--- src/verilog/sdr_pkg.sv ---
package sdr_pkg;

   // SDRAM geometry, one 16-bit part
   localparam int DATA_W      = 16;
   localparam int SEL_W       = DATA_W / 8;             // Byte lanes
   localparam int COL_W       = 9;
   localparam int ROW_W       = 13;                     // Also the SDRAM address bus width
   localparam int BA_W        = 2;
   localparam int ADDR_W      = COL_W + ROW_W + BA_W;   // Word address {row, bank, col}
   localparam int LINE_LOG    = 3;                      // 8 words per line and per burst
   localparam int LINE_ADDR_W = ADDR_W - LINE_LOG;

   // Captured Wishbone access
   typedef struct packed {
      logic [ADDR_W-1:0] addr;
      logic              we;
      logic [SEL_W-1:0]  sel;
      logic [DATA_W-1:0] wdata;
   } cpu_req_t;

   typedef struct packed {
      logic [DATA_W-1:0] rdata;
      logic              done;   // One-cycle completion
   } cpu_rsp_t;

   typedef struct packed {
      logic                   rd;     // 1 read burst, 0 write burst
      logic [LINE_ADDR_W-1:0] line;
   } burst_cmd_t;

   // SDRAM command bus
   typedef struct packed {
      logic             cs_n;
      logic             ras_n;
      logic             cas_n;
      logic             we_n;
      logic [BA_W-1:0]  ba;
      logic [ROW_W-1:0] addr;
   } sdr_cmd_t;

   // Command patterns as {cs_n, ras_n, cas_n, we_n}
   localparam logic [3:0] CMD_NOP        = 4'b0111;
   localparam logic [3:0] CMD_ACTIVE     = 4'b0011;
   localparam logic [3:0] CMD_READ       = 4'b0101;
   localparam logic [3:0] CMD_WRITE      = 4'b0100;
   localparam logic [3:0] CMD_PRECHARGE  = 4'b0010;
   localparam logic [3:0] CMD_REFRESH    = 4'b0001;
   localparam logic [3:0] CMD_LOAD_MODE  = 4'b0000;
   localparam logic [3:0] CMD_BURST_TERM = 4'b0110;

endpackage

--- src/verilog/wb_slave_port.sv ---
`timescale 1ns/1ns

module wb_slave_port import sdr_pkg::*; (
   input  logic              clk,
   input  logic              rst_n,
   input  logic              wb_cyc,
   input  logic              wb_stb,
   input  logic              wb_we,
   input  logic [ADDR_W-1:0] wb_adr,
   input  logic [SEL_W-1:0]  wb_sel,
   input  logic [DATA_W-1:0] wb_dat_w,
   output logic [DATA_W-1:0] wb_dat_r,
   output logic              wb_ack,
   output cpu_req_t          req,
   output logic              req_valid,
   input  cpu_rsp_t          rsp
);

   logic hold_q;   // Access done, stb not yet released
   logic accept;

   // New access only when nothing is in flight
   assign accept = wb_cyc && wb_stb && !req_valid && !hold_q;

   always_ff @(posedge clk or negedge rst_n) begin
      if (!rst_n) begin
         req_valid <= 1'b0;
         wb_ack    <= 1'b0;
         hold_q    <= 1'b0;
      end else begin
         wb_ack <= rsp.done;                 // Exactly one cycle per access
         if (accept)
            req_valid <= 1'b1;
         else if (rsp.done)
            req_valid <= 1'b0;
         // Master keeps stb up one cycle past ack
         if (rsp.done)
            hold_q <= 1'b1;
         else if (!(wb_cyc && wb_stb))
            hold_q <= 1'b0;
      end
   end

   // Captured access and read data
   always_ff @(posedge clk) begin
      if (accept)
         req <= '{addr: wb_adr, we: wb_we, sel: wb_sel, wdata: wb_dat_w};
      if (rsp.done)
         wb_dat_r <= rsp.rdata;
   end

endmodule

--- config.mk ---
export PLATFORM = sky130hd
export DESIGN_NAME = wb_slave_port
export DESIGN_NICKNAME = d
export VERILOG_FILES = /design/src/verilog/sdr_pkg.sv /design/src/verilog/wb_slave_port.sv
export SDC_FILE = /design/constraint.sdc
export NUM_CORES = 1
export LEC_CHECK = 0
export BUFFER_PORTS_ARGS = -buffer_cell sky130_fd_sc_hd__buf_2
export CAP_MARGIN = 30
export CORE_MARGIN = 2
export CORE_UTILIZATION = 41
export CTS_CLUSTER_SIZE = 10
export DETAILED_ROUTE_END_ITERATION = 7
export PLACE_DENSITY = 0.83
export SLEW_MARGIN = 20
export SYNTH_ARGS = -nofsm -noshare
export SYNTH_HDL_FRONTEND = slang
export SYNTH_SLANG_ARGS = --single-unit
--- constraint.sdc ---
create_clock -name clk -period 4.46 [get_ports clk]
set_clock_uncertainty 0.1 [all_clocks]
set_input_delay 0.892 -clock clk [delete_from_list [all_inputs] [get_ports clk]]
set_output_delay 0.892 -clock clk [all_outputs]
set_load 0.01 [all_outputs]
Word-level counts from Yosys, hierarchy flattened
Cells that the tools add are included.
{"block": "word_totals", "ff_bits": 62, "input_bits": 64, "out_inout_bits": 61, "word_cells": 19}
{"block": "classes", "n_eq_ne": 1, "mux": 4, "reduce_logical": 6}
{"op": "$mux W1", "n": 4}
{"op": "$logic_and A1 B1 Y1", "n": 3}
{"op": "$logic_not A1 Y1", "n": 2}
{"op": "$ne A2 B2 Y1 const B", "n": 1}
{"op": "$reduce_bool A2 Y1", "n": 1}

Depth between registers and ports, before layout
{"block": "logic_depth", "ltp_word": 4, "mapped_depth": 2, "ltp_nobuf": 2}

Worst setup path before layout
Ideal clock, no wire load.
{"block": "synth_path", "path_kind": "input port to flip-flop", "from": "input wb_cyc", "to": "register req[0] in the netlist's numbering, enable pin", "setup_ps": 497, "arrival_ps": 3902, "required_ps": 3863, "path_slack_ps": -38, "cell_stages": 2, "n_path_buf": 0, "path_cell_list": "nand2_1 nor3_1"}
{"block": "synth_via", "elab_chain_cells": 3}
{"element": "start, declared", "line_no": "wb_slave_port.sv:6", "text": "input logic wb_cyc,"}
{"element": "$logic_and A1 B1 Y1 (3 in a row)", "line_no": "wb_slave_port.sv:23", "text": "assign accept = wb_cyc && wb_stb && !req_valid && !hold_q;"}
{"element": "named net accept", "line_no": "wb_slave_port.sv:20", "text": "logic accept;"}
{"element": "end signal, assigned", "line_no": "wb_slave_port.sv:47", "text": "req <= '{addr: wb_adr, we: wb_we, sel: wb_sel, wdata: wb_dat_w};"}
{"element": "end, declared", "line_no": "wb_slave_port.sv:14", "text": "output cpu_req_t req,"}
The timed path passes the listed nets, and every way through them passes these cells.
A chain may end at the register's enable or synchronous reset.

Worst setup path after layout
{"block": "layout_path", "from": "register req_valid", "to": "output req_valid"}
{"element": "start, declared", "line_no": "wb_slave_port.sv:15", "text": "output logic req_valid,"}
{"element": "start signal, assigned", "line_no": "wb_slave_port.sv:27", "text": "req_valid <= 1'b0;"}
{"element": "start signal, assigned", "line_no": "wb_slave_port.sv:33", "text": "req_valid <= 1'b1;"}
{"element": "start signal, assigned", "line_no": "wb_slave_port.sv:35", "text": "req_valid <= 1'b0;"}
No word-level cell between the ends.

==> impl_metrics.json <==
{
  "slowest_stage": "dfrtp_1",
  "cp_top_family": "flip-flops",
  "die_height_um": 71.8,
  "routed_wl_um": 3890,
  "maxCapViolations": 0,
  "fp-row-count": 24,
  "cp-start-kind": "flop",
  "rsz0062_at_grt": "no",
  "wire_per_inst_um": 14.9,
  "clock_latency_ps": 320,
  "antenna_left": 0,
  "io_pins": 125,
  "chipWidth_um": 71.8,
  "ys_warn_count": 0,
  "drt_pass1_iterations": 4,
  "post-route-period-util_pct": 43.1,
  "cp-end-kind": "output port",
  "leakagePower_uw": 0.00118,
  "relSlewSlack_pct": 65.5,
  "design_area_um2": 2770,
  "clockRootBuffer": "clkbuf_8",
  "post-cts-setup-buffers": 0,
  "power_density_nw_per_um2": 430,
  "syn_to_final_growth_pct": 47.0,
  "drc": 0,
  "clock.fmax_mhz": 521,
  "synthDistinctLibCells": 7,
  "yosysSeqAreaShare_pct": 98.1,
  "first_global_vias": 1123,
  "min_path_type": "input port to asynchronous set/reset pin",
  "setup_viol": 0,
  "cts_tree": "yes",
  "cts_buffer_depth": 2,
  "drive_gt1_share_pct": 66.8,
  "io_buffers": 124,
  "post-route-min-period_ps": 1920,
  "cts-buffers-inserted": 9,
  "crit_arrival_ps": 930,
  "critPathMaxStageDelay_ps": 440,
  "cts.sinks": 62,
  "cp.required_ps": 3470,
  "ir_drop_uv": 227,
  "ctsResizeCount": 0,
  "path_clk_slew_ps": 60,
  "gp_congestion": 0.751,
  "hold_violations": 0,
  "vias_per_cell": 4.50,
  "fin_nets": 267,
  "drt_iter0_drc": 71,
  "ys_ff_latch": 62,
  "antenna_found_initial": 0,
  "holdBufCountCts": 0,
  "initial_utilization_pct": 43.0,
  "num_vias": 1171,
  "tns_ps": 0,
  "critPathMaxFanout": 4,
  "syn_area_um2": 1880,
  "syn_area_per_cell_um2": 28.1,
  "diodes": 0,
  "grt-ovfl-total": 0,
  "crit_chain": "buf_2",
  "cts_max_level": 3,
  "mappedNetlistNets": 131,
  "grt_max_degree": 44,
  "grt_pass1_wl_um": 5660,
  "placed_area_um2": 2590,
  "outcome": "finished, final reports clean",
  "synthCells": 67,
  "final_util_pct": 63.1,
  "core_area_um2": 4380,
  "slew_viol_final": 0,
  "crit_buf_inv": 1,
  "die_area_um2": 5150,
  "grt.total_usage_pct": 15.8,
  "worst_pin_slew_ps": 518,
  "crit_type": "flop to output port"
}
-- cell usage after synthesis (all sizes together) --
| cell | count | share of area (%) |
|---|---|---|
| a31o | 1 | 0.47 |
| dfrtp | 3 | 4.0 |
| edfxtp | 59 | 94 |
| nand2 | 1 | 0.20 |
| nand2b | 1 | 0.33 |
| nor3 | 1 | 0.27 |
| o31ai | 1 | 0.66 |
-- placed cells by master, fill, tap and decap left out, drive strengths merged --
cell and n:
bufinv 1, o31ai 1, clkinv 4, a31o 1
edfxtp 59, buf 125, nand2b 1, dfrtp 3
clkinvlp 1, clkbuf 10, nor3 1, nand2 1
-- cells by family (layout without fill, tap and decap cells) --
logic type	count (synthesis)	after routing	share of synthesized area, %
DFF	62	62	98.1
and+or+nand+nor	3	3	0.797
buffers and inverters	0	141	0
AOI/OAI and AO/OA	2	2	1.13
-- routing by layer --
| layer | wire length, um | part of all wire, % | track usage (%) | vias up |
|---|---|---|---|---|
| met1 | 1310 | 34 | 15.5 | 536 |
| met4 | 65 | 1.7 | 8.81 | 0 |
| met5 | 0 | 0 | 0 | - |
| li1 | - | - | - | 540 |
| met2 | 2020 | 52 | 26.3 | 88 |
| met3 | 495 | 13 | 8.72 | 7 |
-- power breakdown --
group	internal [uW]	total, uW	switching, uW
Clock	250	442	191
Sequential	666	674	7.32
Combinational	35.8	73.9	38.1
Total	953	1190	237
-- final timing paths --
check | start | to | slack (ps) | depth (start not counted)
min | rst_n | hold_q$_DFFE_PN0P_ | 250 | 1
min in group clk | hold_q$_DFFE_PN0P_ | req_valid$_DFFE_PN0P_ | 450 | 1
max in group asynchronous | rst_n | wb_ack$_DFF_PN0_ | 3900 | 1
max reg2reg | hold_q$_DFFE_PN0P_ | req[2]$_DFFE_PP_ | 2900 | 2
min reg2reg | hold_q$_DFFE_PN0P_ | req_valid$_DFFE_PN0P_ | 450 | 1
max | req_valid$_DFFE_PN0P_ | req_valid | 2540 | 1
-- flip-flops by register name (all words and copies together), names as in the netlist --
name and cells:
hold_q 1, wb_ack 1, req_valid 1, wb_dat_r 16
req 43
-- metrics by stage --
| step | hold slack (ps) | setup WS (ps) | power (uW) | std cells |
|---|---|---|---|---|
| finish | 254 | 2540 | 1190 | 260 |
| global route | 234 | 2470 | 1230 | 260 |
| CTS | 236 | 2510 | 1200 | 260 |
| detailed placement | 454 | 2270 | 762 | 244 |
| global placement | 433 | 2340 | 759 | 244 |
| floorplan | 385 | 1280 | 706 | 67 |
-- final cells by class --
class                   instances  area (um2)
clock inverters                 6        52.6
flip-flops and latches         62        1850
repair buffers                125         628
clock buffers                  10         128
fillers                       315        1620
well taps                      52        65.1
multi-input cells               5        47.5
(Power assumes the default switching activity.)
