==> src/verilog/sdr_pkg.sv <==
package sdr_pkg;

   // SDRAM geometry, one 16-bit part
   localparam int DATA_W      = 16;
   localparam int SEL_W       = DATA_W / 8;             // Byte lanes
   localparam int COL_W       = 9;
   localparam int ROW_W       = 13;                     // Also the SDRAM address bus width
   localparam int BA_W        = 2;
   localparam int ADDR_W      = COL_W + ROW_W + BA_W;   // Word address {row, bank, col}
   localparam int LINE_LOG    = 3;                      // 8 words per line and per burst
   localparam int LINE_ADDR_W = ADDR_W - LINE_LOG;

   // Captured Wishbone access
   typedef struct packed {
      logic [ADDR_W-1:0] addr;
      logic              we;
      logic [SEL_W-1:0]  sel;
      logic [DATA_W-1:0] wdata;
   } cpu_req_t;

   typedef struct packed {
      logic [DATA_W-1:0] rdata;
      logic              done;   // One-cycle completion
   } cpu_rsp_t;

   typedef struct packed {
      logic                   rd;     // 1 read burst, 0 write burst
      logic [LINE_ADDR_W-1:0] line;
   } burst_cmd_t;

   // SDRAM command bus
   typedef struct packed {
      logic             cs_n;
      logic             ras_n;
      logic             cas_n;
      logic             we_n;
      logic [BA_W-1:0]  ba;
      logic [ROW_W-1:0] addr;
   } sdr_cmd_t;

   // Command patterns as {cs_n, ras_n, cas_n, we_n}
   localparam logic [3:0] CMD_NOP        = 4'b0111;
   localparam logic [3:0] CMD_ACTIVE     = 4'b0011;
   localparam logic [3:0] CMD_READ       = 4'b0101;
   localparam logic [3:0] CMD_WRITE      = 4'b0100;
   localparam logic [3:0] CMD_PRECHARGE  = 4'b0010;
   localparam logic [3:0] CMD_REFRESH    = 4'b0001;
   localparam logic [3:0] CMD_LOAD_MODE  = 4'b0000;
   localparam logic [3:0] CMD_BURST_TERM = 4'b0110;

endpackage

==> src/verilog/line_buffer.sv <==
`timescale 1ns/1ns

module line_buffer import sdr_pkg::*; (
   input  logic              clk,
   input  logic              rst_n,
   input  cpu_req_t          req,
   input  logic              req_valid,
   output cpu_rsp_t          rsp,
   output burst_cmd_t        burst,
   output logic              burst_req,
   input  logic              burst_ack,
   input  logic              wr_rdy,
   output logic [DATA_W-1:0] wr_data,
   input  logic              rd_vld,
   input  logic [DATA_W-1:0] rd_data
);

   localparam int WORDS = 1 << LINE_LOG;

   typedef enum logic [1:0] {B_IDLE, B_EVICT, B_FILL} state_t;

   state_t                 state_q;
   logic [DATA_W-1:0]      mem [WORDS];   // The line itself
   logic [LINE_ADDR_W-1:0] tag_q;
   logic                   valid_q;
   logic                   dirty_q;
   logic [LINE_LOG-1:0]    idx_q;         // Burst word index
   logic                   acked_q;       // burst_ack seen high
   logic                   done_q;
   logic [DATA_W-1:0]      rdata_q;
   burst_cmd_t             burst_q;
   logic [LINE_ADDR_W-1:0] req_line;
   logic [LINE_LOG-1:0]    req_idx;
   logic                   hit;
   logic                   start;
   logic                   burst_done;

   assign req_line   = req.addr[ADDR_W-1:LINE_LOG];
   assign req_idx    = req.addr[LINE_LOG-1:0];
   assign hit        = valid_q && (tag_q == req_line);
   // Skip the cycle where done is still out
   assign start      = (state_q == B_IDLE) && req_valid && !done_q;
   assign burst_done = acked_q && !burst_ack;   // Ack fell, controller finished

   assign rsp   = '{rdata: rdata_q, done: done_q};
   assign burst = burst_q;

   always_ff @(posedge clk or negedge rst_n) begin
      if (!rst_n) begin
         state_q   <= B_IDLE;
         valid_q   <= 1'b0;
         dirty_q   <= 1'b0;
         idx_q     <= '0;
         acked_q   <= 1'b0;
         done_q    <= 1'b0;
         burst_req <= 1'b0;
         burst_q   <= '0;
      end else begin
         done_q <= 1'b0;
         case (state_q)
            B_IDLE: begin
               if (start) begin
                  if (hit) begin
                     done_q <= 1'b1;
                     if (req.we)
                        dirty_q <= 1'b1;
                  end else begin
                     idx_q     <= '0;
                     burst_req <= 1'b1;
                     if (valid_q && dirty_q) begin
                        // Old line goes back first
                        burst_q <= '{rd: 1'b0, line: tag_q};
                        state_q <= B_EVICT;
                     end else begin
                        burst_q <= '{rd: 1'b1, line: req_line};
                        state_q <= B_FILL;
                     end
                  end
               end
            end
            B_EVICT, B_FILL: begin
               if (burst_ack)
                  acked_q <= 1'b1;
               if ((state_q == B_EVICT && wr_rdy) || (state_q == B_FILL && rd_vld))
                  idx_q <= idx_q + 1'b1;
               if (burst_done) begin
                  burst_req <= 1'b0;
                  acked_q   <= 1'b0;
                  dirty_q   <= 1'b0;
                  if (state_q == B_FILL)
                     valid_q <= 1'b1;
                  state_q <= B_IDLE;   // Lookup again, fill or hit follows
               end
            end
            default: state_q <= B_IDLE;
         endcase
      end
   end

   // Line storage and data paths
   always_ff @(posedge clk) begin
      if (start && hit) begin
         rdata_q <= mem[req_idx];
         if (req.we) begin
            for (int b = 0; b < SEL_W; b++) begin
               if (req.sel[b])
                  mem[req_idx][8*b +: 8] <= req.wdata[8*b +: 8];
            end
         end
      end
      if (state_q == B_EVICT && wr_rdy)
         wr_data <= mem[idx_q];               // Next cycle after each wr_rdy
      if (state_q == B_FILL && rd_vld)
         mem[idx_q] <= rd_data;
      if (state_q == B_FILL && burst_done)
         tag_q <= burst_q.line;
   end

endmodule

==> config.mk <==
export PLATFORM = sky130hd
export DESIGN_NAME = line_buffer
export DESIGN_NICKNAME = d
export VERILOG_FILES = /design/src/verilog/sdr_pkg.sv /design/src/verilog/line_buffer.sv
export SDC_FILE = /design/constraint.sdc
export NUM_CORES = 1
export LEC_CHECK = 0
export ABC_AREA = 1
export BUFFER_PORTS_ARGS = -buffer_cell sky130_fd_sc_hd__buf_2
export CAP_MARGIN = 20
export CORE_UTILIZATION = 40
export CTS_CLUSTER_SIZE = 30
export DETAILED_ROUTE_END_ITERATION = 7
export GPL_ROUTABILITY_DRIVEN = 0
export RECOVER_POWER = 25
export SLEW_MARGIN = 15
export SYNTH_ARGS = -nofsm -noshare
export SYNTH_HDL_FRONTEND = slang
export SYNTH_SLANG_ARGS = --single-unit
==> constraint.sdc <==
create_clock -name clk -period 2.38 [get_ports clk]
set_input_delay 0.238 -clock clk [delete_from_list [all_inputs] [get_ports clk]]
set_output_delay 0.238 -clock clk [all_outputs]
set_load 0.03 [all_outputs]
* After elaboration in Yosys (flattened, before gate mapping) *
Memories as Yosys holds them, arrays and structs flattened. A register that Yosys moved wholly into a read port is not among the register bits.
Cells that the tools add are included.

storage, ports and cells
  register bits after elaboration = 53
  bits in writable memories = 128
  input bits = 65
  logic and storage cells = 82
  memories = 1

operators by class
  $add $sub $neg = 1
  equality and inequality tests = 9
  mux-type cells = 36
  bitwise operators = 1
  reduce and logical (&&, ||, !) cells = 24

memories
  name  depth  bits a word  rd ports  clocked after Yosys merged registers in  wr ports  line               RTL
  mem   8      16           2         2                                        1         line_buffer.sv:23  logic [DATA_W-1:0] mem [WORDS];

operator list
  cell                 number
  $mux 22              1
  $eq 21x21->1         1
  $mux 1               21
  $mux 16              1
  $reduce_or 16->1     1
  $mux 3               4
  $ne 2x2->1 const B   6
  $mux 2               5
  $logic_and 1x1->1    9
  $reduce_and 3->1     3
  $reduce_and 4->1     2
  $pmux 3 s2           1
  $reduce_and 5->1     1
  $pmux 1 s2           2
  $pmux 2 s2           1
  $reduce_bool 2->1    2
  $add 3x1->3 const B  1
  $eq 2x1->1 const B   1
  $eq 2x2->1 const B   1
  $logic_not 1->1      2
  $logic_not 2->1      1
  $reduce_and 2->1     1
  $reduce_or 2->1      1
  $logic_or 1x1->1     1
  $not 1->1            1

* Depth between registers and ports, before layout *
Gate-level depths: netlist (run 1).

  depth in word-level cells = 7
  gate-level depth with buffers = 12

* Worst setup path after synthesis (run 1) *
OpenSTA, ideal clock, no wires.

  path type = reg2reg
  start = register tag_q[1]
  end = register rdata_q[0], read port of mem (enable)
  arrival time = 2.070 ns
  setup slack = -0.099 ns
  cell stages (with the launch flop) = 8
  buffers on the path = 0
  clock period less this slack = 2.479 ns
  cells stage by stage = edfxtp_1 > nand2_1 > nand2_1 > nor2_2 > nand2_2 > nor2_4 > nand3_4 > nor3_1

between the ends
  word-level cells in the longest chain between the ends = 3

RTL lines
  what                    line                RTL
  from (decl)             line_buffer.sv:24   logic [LINE_ADDR_W-1:0] tag_q;
  from (signal assigned)  line_buffer.sv:116  tag_q <= burst_q.line;
  $eq 21x21->1            line_buffer.sv:40   assign hit = valid_q && (tag_q == req_line);
  $logic_and 1x1->1       line_buffer.sv:40
  $logic_and 1x1->1       line_buffer.sv:102  if (start && hit) begin
  to (decl)               line_buffer.sv:30   logic [DATA_W-1:0] rdata_q;

Every way passes these cells.
A chain may end at the register's enable or synchronous reset.

* Worst setup path after layout (run 1) *
  start = register state_q[0]
  end = memory mem[4][3] (data pin)

between the ends
  word-level cells in the longest chain between the ends = 6

RTL lines
  what                               line                RTL
  from (decl)                        line_buffer.sv:22   state_t state_q;
  from (signal assigned)             line_buffer.sv:50   state_q <= B_IDLE;
  from (signal assigned)             line_buffer.sv:73   state_q <= B_EVICT;
  from (signal assigned)             line_buffer.sv:76   state_q <= B_FILL;
  $eq 2x2->1                         line_buffer.sv:113  if (state_q == B_FILL && rd_vld)
  $logic_and 1x1->1                  line_buffer.sv:113
  $mux 1                             line_buffer.sv:113
  $mux 1 (implied by the code)       line_buffer.sv:114  mem[idx_q] <= rd_data;
  $reduce_or 16->1 (no source line)  -
  $mux 16 (no source line)           -
  to (decl)                          line_buffer.sv:23

Every way passes these cells.

==> results of run 1 <==
[sequential cells by signal, summed over array words and instances, names as in the netlist]
register,cells
acked_q,1
dirty_q,1
idx_q,3
mem,128
burst,22
valid_q,1
burst_req,1
wr_data,16
tag_q,21
state_q,2
done_q,1
rdata_q,16
[per-layer routing]
layer  part of all wire  wire, um  up-vias
met1               0.45     11800     3584
met3              0.096      2510       39
met5             0.0017        45        -
li1                   -         -     3982
met2               0.43     11240      310
met4              0.020       518        4
[cell type report]
type / count / area, um^2 / share of cell area
Sequential cell: 213 / 6237 / 0.5053
Multi-Input combinational cell: 689 / 3393 / 0.2749
Timing Repair Buffer: 177 / 1044 / 0.08453
Clock buffer: 24 / 600.6 / 0.04865
Inverter: 111 / 422.9 / 0.03426
Tap cell: 330 / 412.9 / 0.03345
Clock inverter: 19 / 211.5 / 0.01713
Antenna cell: 9 / 22.52 / 0.001824
[where the power goes]
group	internal (uW)	total, uW	switching (uW)
sequential	4690	4950	256
clock	2200	3750	1550
combinational	942	3320	2380
[worst paths after layout]
path	slack [ps]	cells after the start	to
min	40	3	burst[0]
min in group asynchronous	330	2	burst[19]
min reg2reg	480	0	tag_q[1]
max in group asynchronous	1500	2	idx_q[0]
max reg2reg	240	8	mem[4][3]
max	240	8	mem[4][3]
[critical path: cells and delay by family, from the launching register on]
kind	cells	cell delay, ps
buffers and inverters	4	770
AND/OR/NAND/NOR	3	470
adder cells (fa/ha/maj)	1	220
flip-flops	1	370
[kinds of logic (layout without fill, tap and decap cells)]
group           count (synthesis)  in the layout  synth area share
simple gates                  380            380            0.1501
fa+ha+maj                       4              4          0.004857
compound gates                305            305            0.1739
other cells                     0              9                 0
buf+inv                       171            331           0.06605
flops                         213            213            0.6051
[layout by cell type, fill, tap and decap left out, types with 21 or more instances in the layout]
master,n
a21oi_1,83
a31oi_1,32
buf_2,70
buf_4,34
clkbuf_1,50
clkbuf_16,24
dfrtp_1,31
dlygate4sd3_1,21
edfxtp_1,181
inv_1,106
nand2_1,277
nor2_1,75
o211ai_1,35
o21ai_0,124
[timing repair]
action,CTS,global route
hold buffers,21,0
endpoints found under the setup margin,0,85
setup buffers,0,1
gates resized for setup,0,4
hold endpoints to repair,52,0
[per-stage QoR]
| stage | total power [uW] | instance area, um^2 | hold WS [ps] |
|---|---|---|---|
| 6_report | 12020 | 12340 | 38.03 |
| 5_1_grt | 12710 | 12330 | 45.61 |
| 4_1_cts | 12180 | 12370 | 22.48 |
| 3_5_place_dp | 8378 | 11350 | 370.3 |
| 3_3_place_gp | 8310 | 11350 | 370.2 |
| 2_1_floorplan | 7389 | 10310 | -57.59 |
==> reports/qor.yml, run 1 <==
cts_root_buf: "clkbuf_16"
cts.sinks: 213
avgSynthCellArea_um2: 9.604
ys_seq_elements: 213
nets: 1285
synth_common_cells: "nand2_1 (277), edfxtp_1 (181), o21ai_0 (127), inv_1 (107), a21oi_1 (83)"
maxSlewViolCount: 0
synth_flop_cell: "edfxtp_1"
timing.fmax_mhz: 467.6
drt-pass1-iter-count: 5
critPathMaxFanout: 32
final_hold_viol_count: 0
r2r_start: "state_q[0]"
rows: 58
worst_path_max_delay_cell: "dfrtp_1"
period_share: 0.8985
drt_wl_total_um: 26120
hold_path_class: "in2reg"
ir_worst_vdd_mv: 0.7303
status: "finished clean"
synth_top_area_cell: "edfxtp_1"
cts_tree: "done"
initial_core_util: 0.4080
yosysMostFrequentCell: "nand2_1"
end_kind: "flip-flop"
min_from: "req[22]"
critPathLaunchType: "flip-flop"
tightest_slew_ps: 797.7
synthCells: 1073
met3_usage: 0.05679
overflow: 0
maxSlewHeadroom: 0.4682
pre_cts_slack_ps: 185.2
synth_top_area_frac: 0.5274
final_util: 0.4888
dpl.hpwl_um: 18740
num_io_pins: 121
synth_area_um2: 10300
wl_per_cell_um: 16.61
dp_cells: 1498
syn_to_final_growth_pct: 19.79
ys_async_sr_fraction: 0.1502
final_layout_size_suffix_gt1_frac: 0.1509
rsz0062_at_grt: "false"
cts_max_path_buffers: 3
clk_pin_slew_ps: 60
grt_pass1_wl_um: 41260
grt_pass1_vias: 7340
die_h_um: 162.5
fillerInstances: 2330
antenna_found_initial: 10
num_vias: 7919
setup_ws_ps: 241.6
synth_edf_count: 181
cp_common_cell: "nand2_1"
grt_usage: 0.2024
setup_tns_ps: 0
fin_skew_ps: 21.69
grt_max_degree: 107
use_met1: 0.2889
layout_min_cycle_time_ps: 2138
maxCapViolations: 0
setup_viol: 0
arrival_ps: 2350
portBuffers: 120
die_area_um2: 26410
synth_area_leaders: "edfxtp_1 (53%), nand2_1 (10%), dfrtp_1 (7.8%), o21ai_0 (6.2%), a21oi_1 (4.0%)"
syn-num-nets: 1142
die_w_um: 162.5
slowest_delay_ps: 370
synth_cell_types: 33
leakagePower_uw: 0.004958
power_density_nw_per_um2: 973.9
globalRouteMet2Util: 0.2962
synth_warnings: 0
final-instance-count-excl-fill: 1572
drtIter0Drc: 514
path_class: "reg2reg"
fp.coreArea_um2: 25250
crit_start: "state_q[0]"
drc_errors: 0
grt_busiest_layer: "met2"
htreeDepth: 1
ant_nets: 0
viasPerCell: 5.038
ys_seq_area_frac: 0.6051
cp.required_ps: 2590
cts_buffers: 24
crit_chain: "inv_1, ha_1, nand2_1, buf_4, clkinvlp_4, buf_4, nand2_1, nand2_1"
clk_latency_ps: 530
No activity file was read; power rests on OpenSTA's default activity.
==> run 2: changes to the inputs <==
CAP_MARGIN = default   (was 20)
clock period = 1.82 ns   (was 2.38 ns; I/O delays follow)
==> run 2 against run 1 <==
Compared with the run above: the flow now finishes with violations (setup timing); final area grew 12%; die area is the same; sequential cell count is the same; fmax grew 6.9%; critical path depth grew 2; first-iteration DRC count grew 48%; core utilization grew 5.7 points; via count grew 6.0%; clock power grew 27%.
==> reports/qor.yml, run 2 (same netlist as run 1, synthesis figures left out) <==
status: "complete, but fails checks"
failed_checks: "setup timing"
antenna_found_initial: 5
final-instance-count-excl-fill: 1650
fp.coreArea_um2: 25250
grt_pass1_wl_um: 41690
overflow: 0
dp_cells: 1580
final_hold_viol_count: 0
drt_wl_total_um: 26790
maxCapViolations: 0
num_vias: 8393
arrival_ps: 2190
cts.sinks: 213
rows: 58
clk_pin_slew_ps: 60
layout_commonest_cell: "nand2_1"
grt_pass1_vias: 7749
num_io_pins: 121
power_density_nw_per_um2: 1216
viasPerCell: 5.087
place_area_um2: 12550
final_cell_mix: "nand2_1 (247), edfxtp_1 (181), o21ai_0 (124)"
ant_nets: 0
largest_reg_flops: 128
critPathLaunchType: "flip-flop"
cts_root_buf: "clkbuf_16"
drt-pass1-iter-count: 5
layout_min_cycle_time_ps: 2000
die_w_um: 162.5
timing.fmax_mhz: 500.0
grt_usage: 0.2025
htreeDepth: 1
syn_to_final_growth_pct: 33.88
ir_worst_vdd_mv: 0.9954
period_share: 1.099
maxSlewViolCount: 0
tightest_slew_ps: 824.0
r2r_cells: 10
whs_path_depth: 4
hold_path_class: "in2reg"
cts_max_path_buffers: 3
cp.required_ps: 2010
drc_errors: 0
final_layout_size_suffix_gt1_frac: 0.2800
leakagePower_uw: 0.005623
nets: 1369
end_kind: "flip-flop"
cts_tree: "done"
die_area_um2: 26410
dpl.hpwl_um: 18510
finish.instance_area_um2: 13800
grt_max_degree: 65
drtIter0Drc: 759
maxSlewHeadroom: 0.4507
largest_register: "mem"
initial_core_util: 0.4080
critPathMaxFanout: 8
wl_per_cell_um: 16.23
clk_latency_ps: 520
setup_ws_ps: -179.8
cts_buffers: 25
die_h_um: 162.5
fin_skew_ps: 17.75
setup_viol: 136
portBuffers: 120
path_class: "reg2reg"
rsz0062_at_grt: "true"
## run 2: critical path, stage by stage, from the launching register on
cell      delay [ps]
edfxtp_1         410
nand2_1          110
nand2_2           60
nor2_2           100
nand2_1           60
nor2_1            80
nand2_1          100
nor2_4           170
nand4_4          120
buf_12           170
a21oi_4          290
## run 2: per-layer routing
metal	vias to the layer above	wire length (um)	GRT usage
li1	4152	-	-
met1	3901	11550	0.2772
met3	36	2209	0.04558
met2	298	12610	0.3298
met4	6	382	0.03902
met5	-	39	0
## run 2: stage by stage
step | worst slack [ps] | setup TNS [ps] | power [uW] | hold slack, ps | utilization
2_1_floorplan | -109.3 | -12000 | 9818 | -113.6 | -
3_3_place_gp | -246.4 | -37520 | 11740 | 91.55 | 0.4970
3_5_place_dp | -272.1 | -46780 | 11820 | 95.21 | 0.4970
4_1_cts | -197.9 | -28970 | 16670 | 14.62 | 0.5376
5_1_grt | -334.3 | -37960 | 17690 | 39.57 | 0.5462
6_report | -179.8 | -17520 | 16770 | 33.00 | 0.5463
## run 2: cell type report
cell class | instances | area (um^2)
diodes | 2 | 5.005
clock buffers | 30 | 664.4
clock inverters | 15 | 127.6
fillers | 2235 | 11460
inverters | 111 | 427.9
multi-input cells | 689 | 3740
flip-flops and latches | 213 | 6237
well taps | 330 | 412.9
repair buffers | 260 | 2181
## run 2: worst paths after layout
kind | startpoint | to | slack (ps)
worst min-delay path | req[42] | burst[20] | 30
worst min register to register | burst_req | burst_req | 470
min in group asynchronous | rst_n | burst[17] | 250
max in group asynchronous | rst_n | burst[5] | 390
worst max-delay path | tag_q[8] | mem[7][4] | -180
worst max register to register | tag_q[8] | mem[7][4] | -180
## run 2: report_power, final
| part | internal (uW) | total (uW) | switching [uW] |
|---|---|---|---|
| clock | 2870 | 4780 | 1910 |
| combinational | 2050 | 5540 | 3490 |
| sequential | 6140 | 6450 | 313 |
| total | 11100 | 16800 | 5720 |
## run 2: what timing repair did
action                                  in CTS  in global routing
buffers inserted                             7                  6
pin swaps                                   21                 26
endpoints found under the setup margin     260                300
cloned                                       1                  2
hold buffers                                 8                  0
endpoints found under the hold margin       39                  0
resized for setup                           15                 53
==> run 3: changes to the inputs <==
SKIP_CTS_REPAIR_TIMING = 1   (was default)
==> run 3 against run 2 <==
Compared with the run above: the flow still finishes with violations (setup timing); sequential share of layout area is 0.48 points higher; non-clock buffer count fell by 5; final area shrank 1.0%; wire length down 0.98%; largest cell class unchanged; largest power group unchanged.
==> reports/qor.yml, run 3 (same netlist as run 1, synthesis figures left out) <==
cts_max_path_buffers: 3
portBuffers: 120
setup_viol: 146
layout_min_cycle_time_ps: 2028
status: "complete, but fails checks"
largest_register: "mem"
layout_commonest_cell: "nand2_1"
fin_skew_ps: 18.01
final_layout_size_suffix_gt1_frac: 0.2628
crit_chain: "nand2_1, nand2_1, nor2_1, nand2_1, nor2_1, nand2_1, nor2_4, nand4_4, buf_12, a21oi_4"
num_io_pins: 121
cp_common_cell: "nand2_1"
fp.coreArea_um2: 25250
grt_pass1_vias: 7667
r2r_end: "mem[5][13]"
cp.required_ps: 2010
ir_worst_vdd_mv: 0.9931
clk_latency_ps: 520
clk_pin_slew_ps: 60
grt_max_degree: 65
crit_start: "tag_q[14]"
setup_ws_ps: -208.4
path_class: "reg2reg"
hold_path_class: "in2reg"
rrSetupSlack_ps: -210
largest_reg_flops: 128
critPathMaxFanout: 8
r2r_start: "tag_q[14]"
crit_end: "mem[5][13]"
power.total_uw: 16640
cts_tree: "done"
syn_to_final_growth_pct: 32.48
drt-pass1-iter-count: 5
end_kind: "flip-flop"
drt_wl_total_um: 26520
maxCapViolations: 0
failed_checks: "setup timing"
dpl.hpwl_um: 18510
drc_errors: 0
finish.instance_area_um2: 13650
period_share: 1.115
r2r_cells: 10
final-instance-count-excl-fill: 1645
die_area_um2: 26410
ant_nets: 0
rsz0062_at_grt: "true"
die_w_um: 162.5
final_hold_viol_count: 0
slowest_delay_ps: 380
die_h_um: 162.5
maxSlewHeadroom: 0.4551
cts_root_buf: "clkbuf_16"
arrival_ps: 2210
nets: 1364
timing.fmax_mhz: 493.0
dp_cells: 1580
drtIter0Drc: 777
htreeDepth: 1
initial_core_util: 0.4080
tightest_slew_ps: 817.4
power_density_nw_per_um2: 1219
rows: 58
maxSlewViolCount: 0
grt_pass1_wl_um: 41100
wl_per_cell_um: 16.12
grt_usage: 0.1992
overflow: 0
fillerInstances: 2243
critPathLaunchType: "flip-flop"
final_cell_mix: "nand2_1 (255), edfxtp_1 (181), o21ai_0 (124)"
num_vias: 8318
cts_buffers: 25
place_area_um2: 12550
antenna_found_initial: 5
worst_path_max_delay_cell: "edfxtp_1"
viasPerCell: 5.057
leakagePower_uw: 0.005573
cts.sinks: 213
-- run 3: cell types whose count changed in the layout (fill, tap and decap cells not counted), moves of 5 or more --
cell	previous run	this run
buf_4	80	85
buf_6	11	3
nand2_1	247	255
nand2_2	29	21
nor2_1	65	70
nor2_2	11	6
-- run 3: critical path: cells and delay by family, from the launching register on --
family	cells	cell delay, ps
simple gates	8	840
flops	1	380
compound gates	1	300
buf+inv	1	180
-- run 3: how the worst min path moves through the flow --
stage	cells past startpoint	end	from	slack (ps)
floorplan	0	acked_q	rst_n	-110
global placement	1	burst[21]	rst_n	90
detailed placement	1	burst[21]	rst_n	100
CTS	1	acked_q	rst_n	-450
global route	4	burst[18]	req[40]	40
finish	4	burst[20]	req[42]	30
-- run 3: area by class of cell --
type / count / area, um^2 / share of cell area
multi-input cells: 689 / 3704 / 0.2713
clock inverters: 15 / 127.6 / 0.009348
flip-flops and latches: 213 / 6237 / 0.4569
clock buffers: 30 / 664.4 / 0.04867
repair buffers: 255 / 2078 / 0.1522
well taps: 330 / 412.9 / 0.03024
inverters: 111 / 422.9 / 0.03098
diodes: 2 / 5.005 / 0.0003666
-- run 3: through the flow --
step / TNS (ps) / hold WS, ps / utilization / setup WS, ps
after global placement: -37520 / 91.55 / 0.4970 / -246.4
after CTS: -47180 / -451.3 / 0.5283 / -268.6
final: -22280 / 29.98 / 0.5406 / -208.4
after detailed placement: -46780 / 95.21 / 0.4970 / -272.1
after global routing: -44000 / 39.69 / 0.5405 / -386.6
after floorplan: -12000 / -113.6 / - / -109.3
-- run 3: per-layer routing --
layer	vias up	track usage	part of all wire
met2	309	0.3238	0.47
met3	33	0.04507	0.084
met1	3828	0.2740	0.43
met5	-	0	0.0014
li1	4142	-	-
met4	6	0.03645	0.013
-- run 3: power breakdown --
group	internal (uW)	switching, uW
clock	2870	1910
sequential	6140	309
combinational	1980	3440
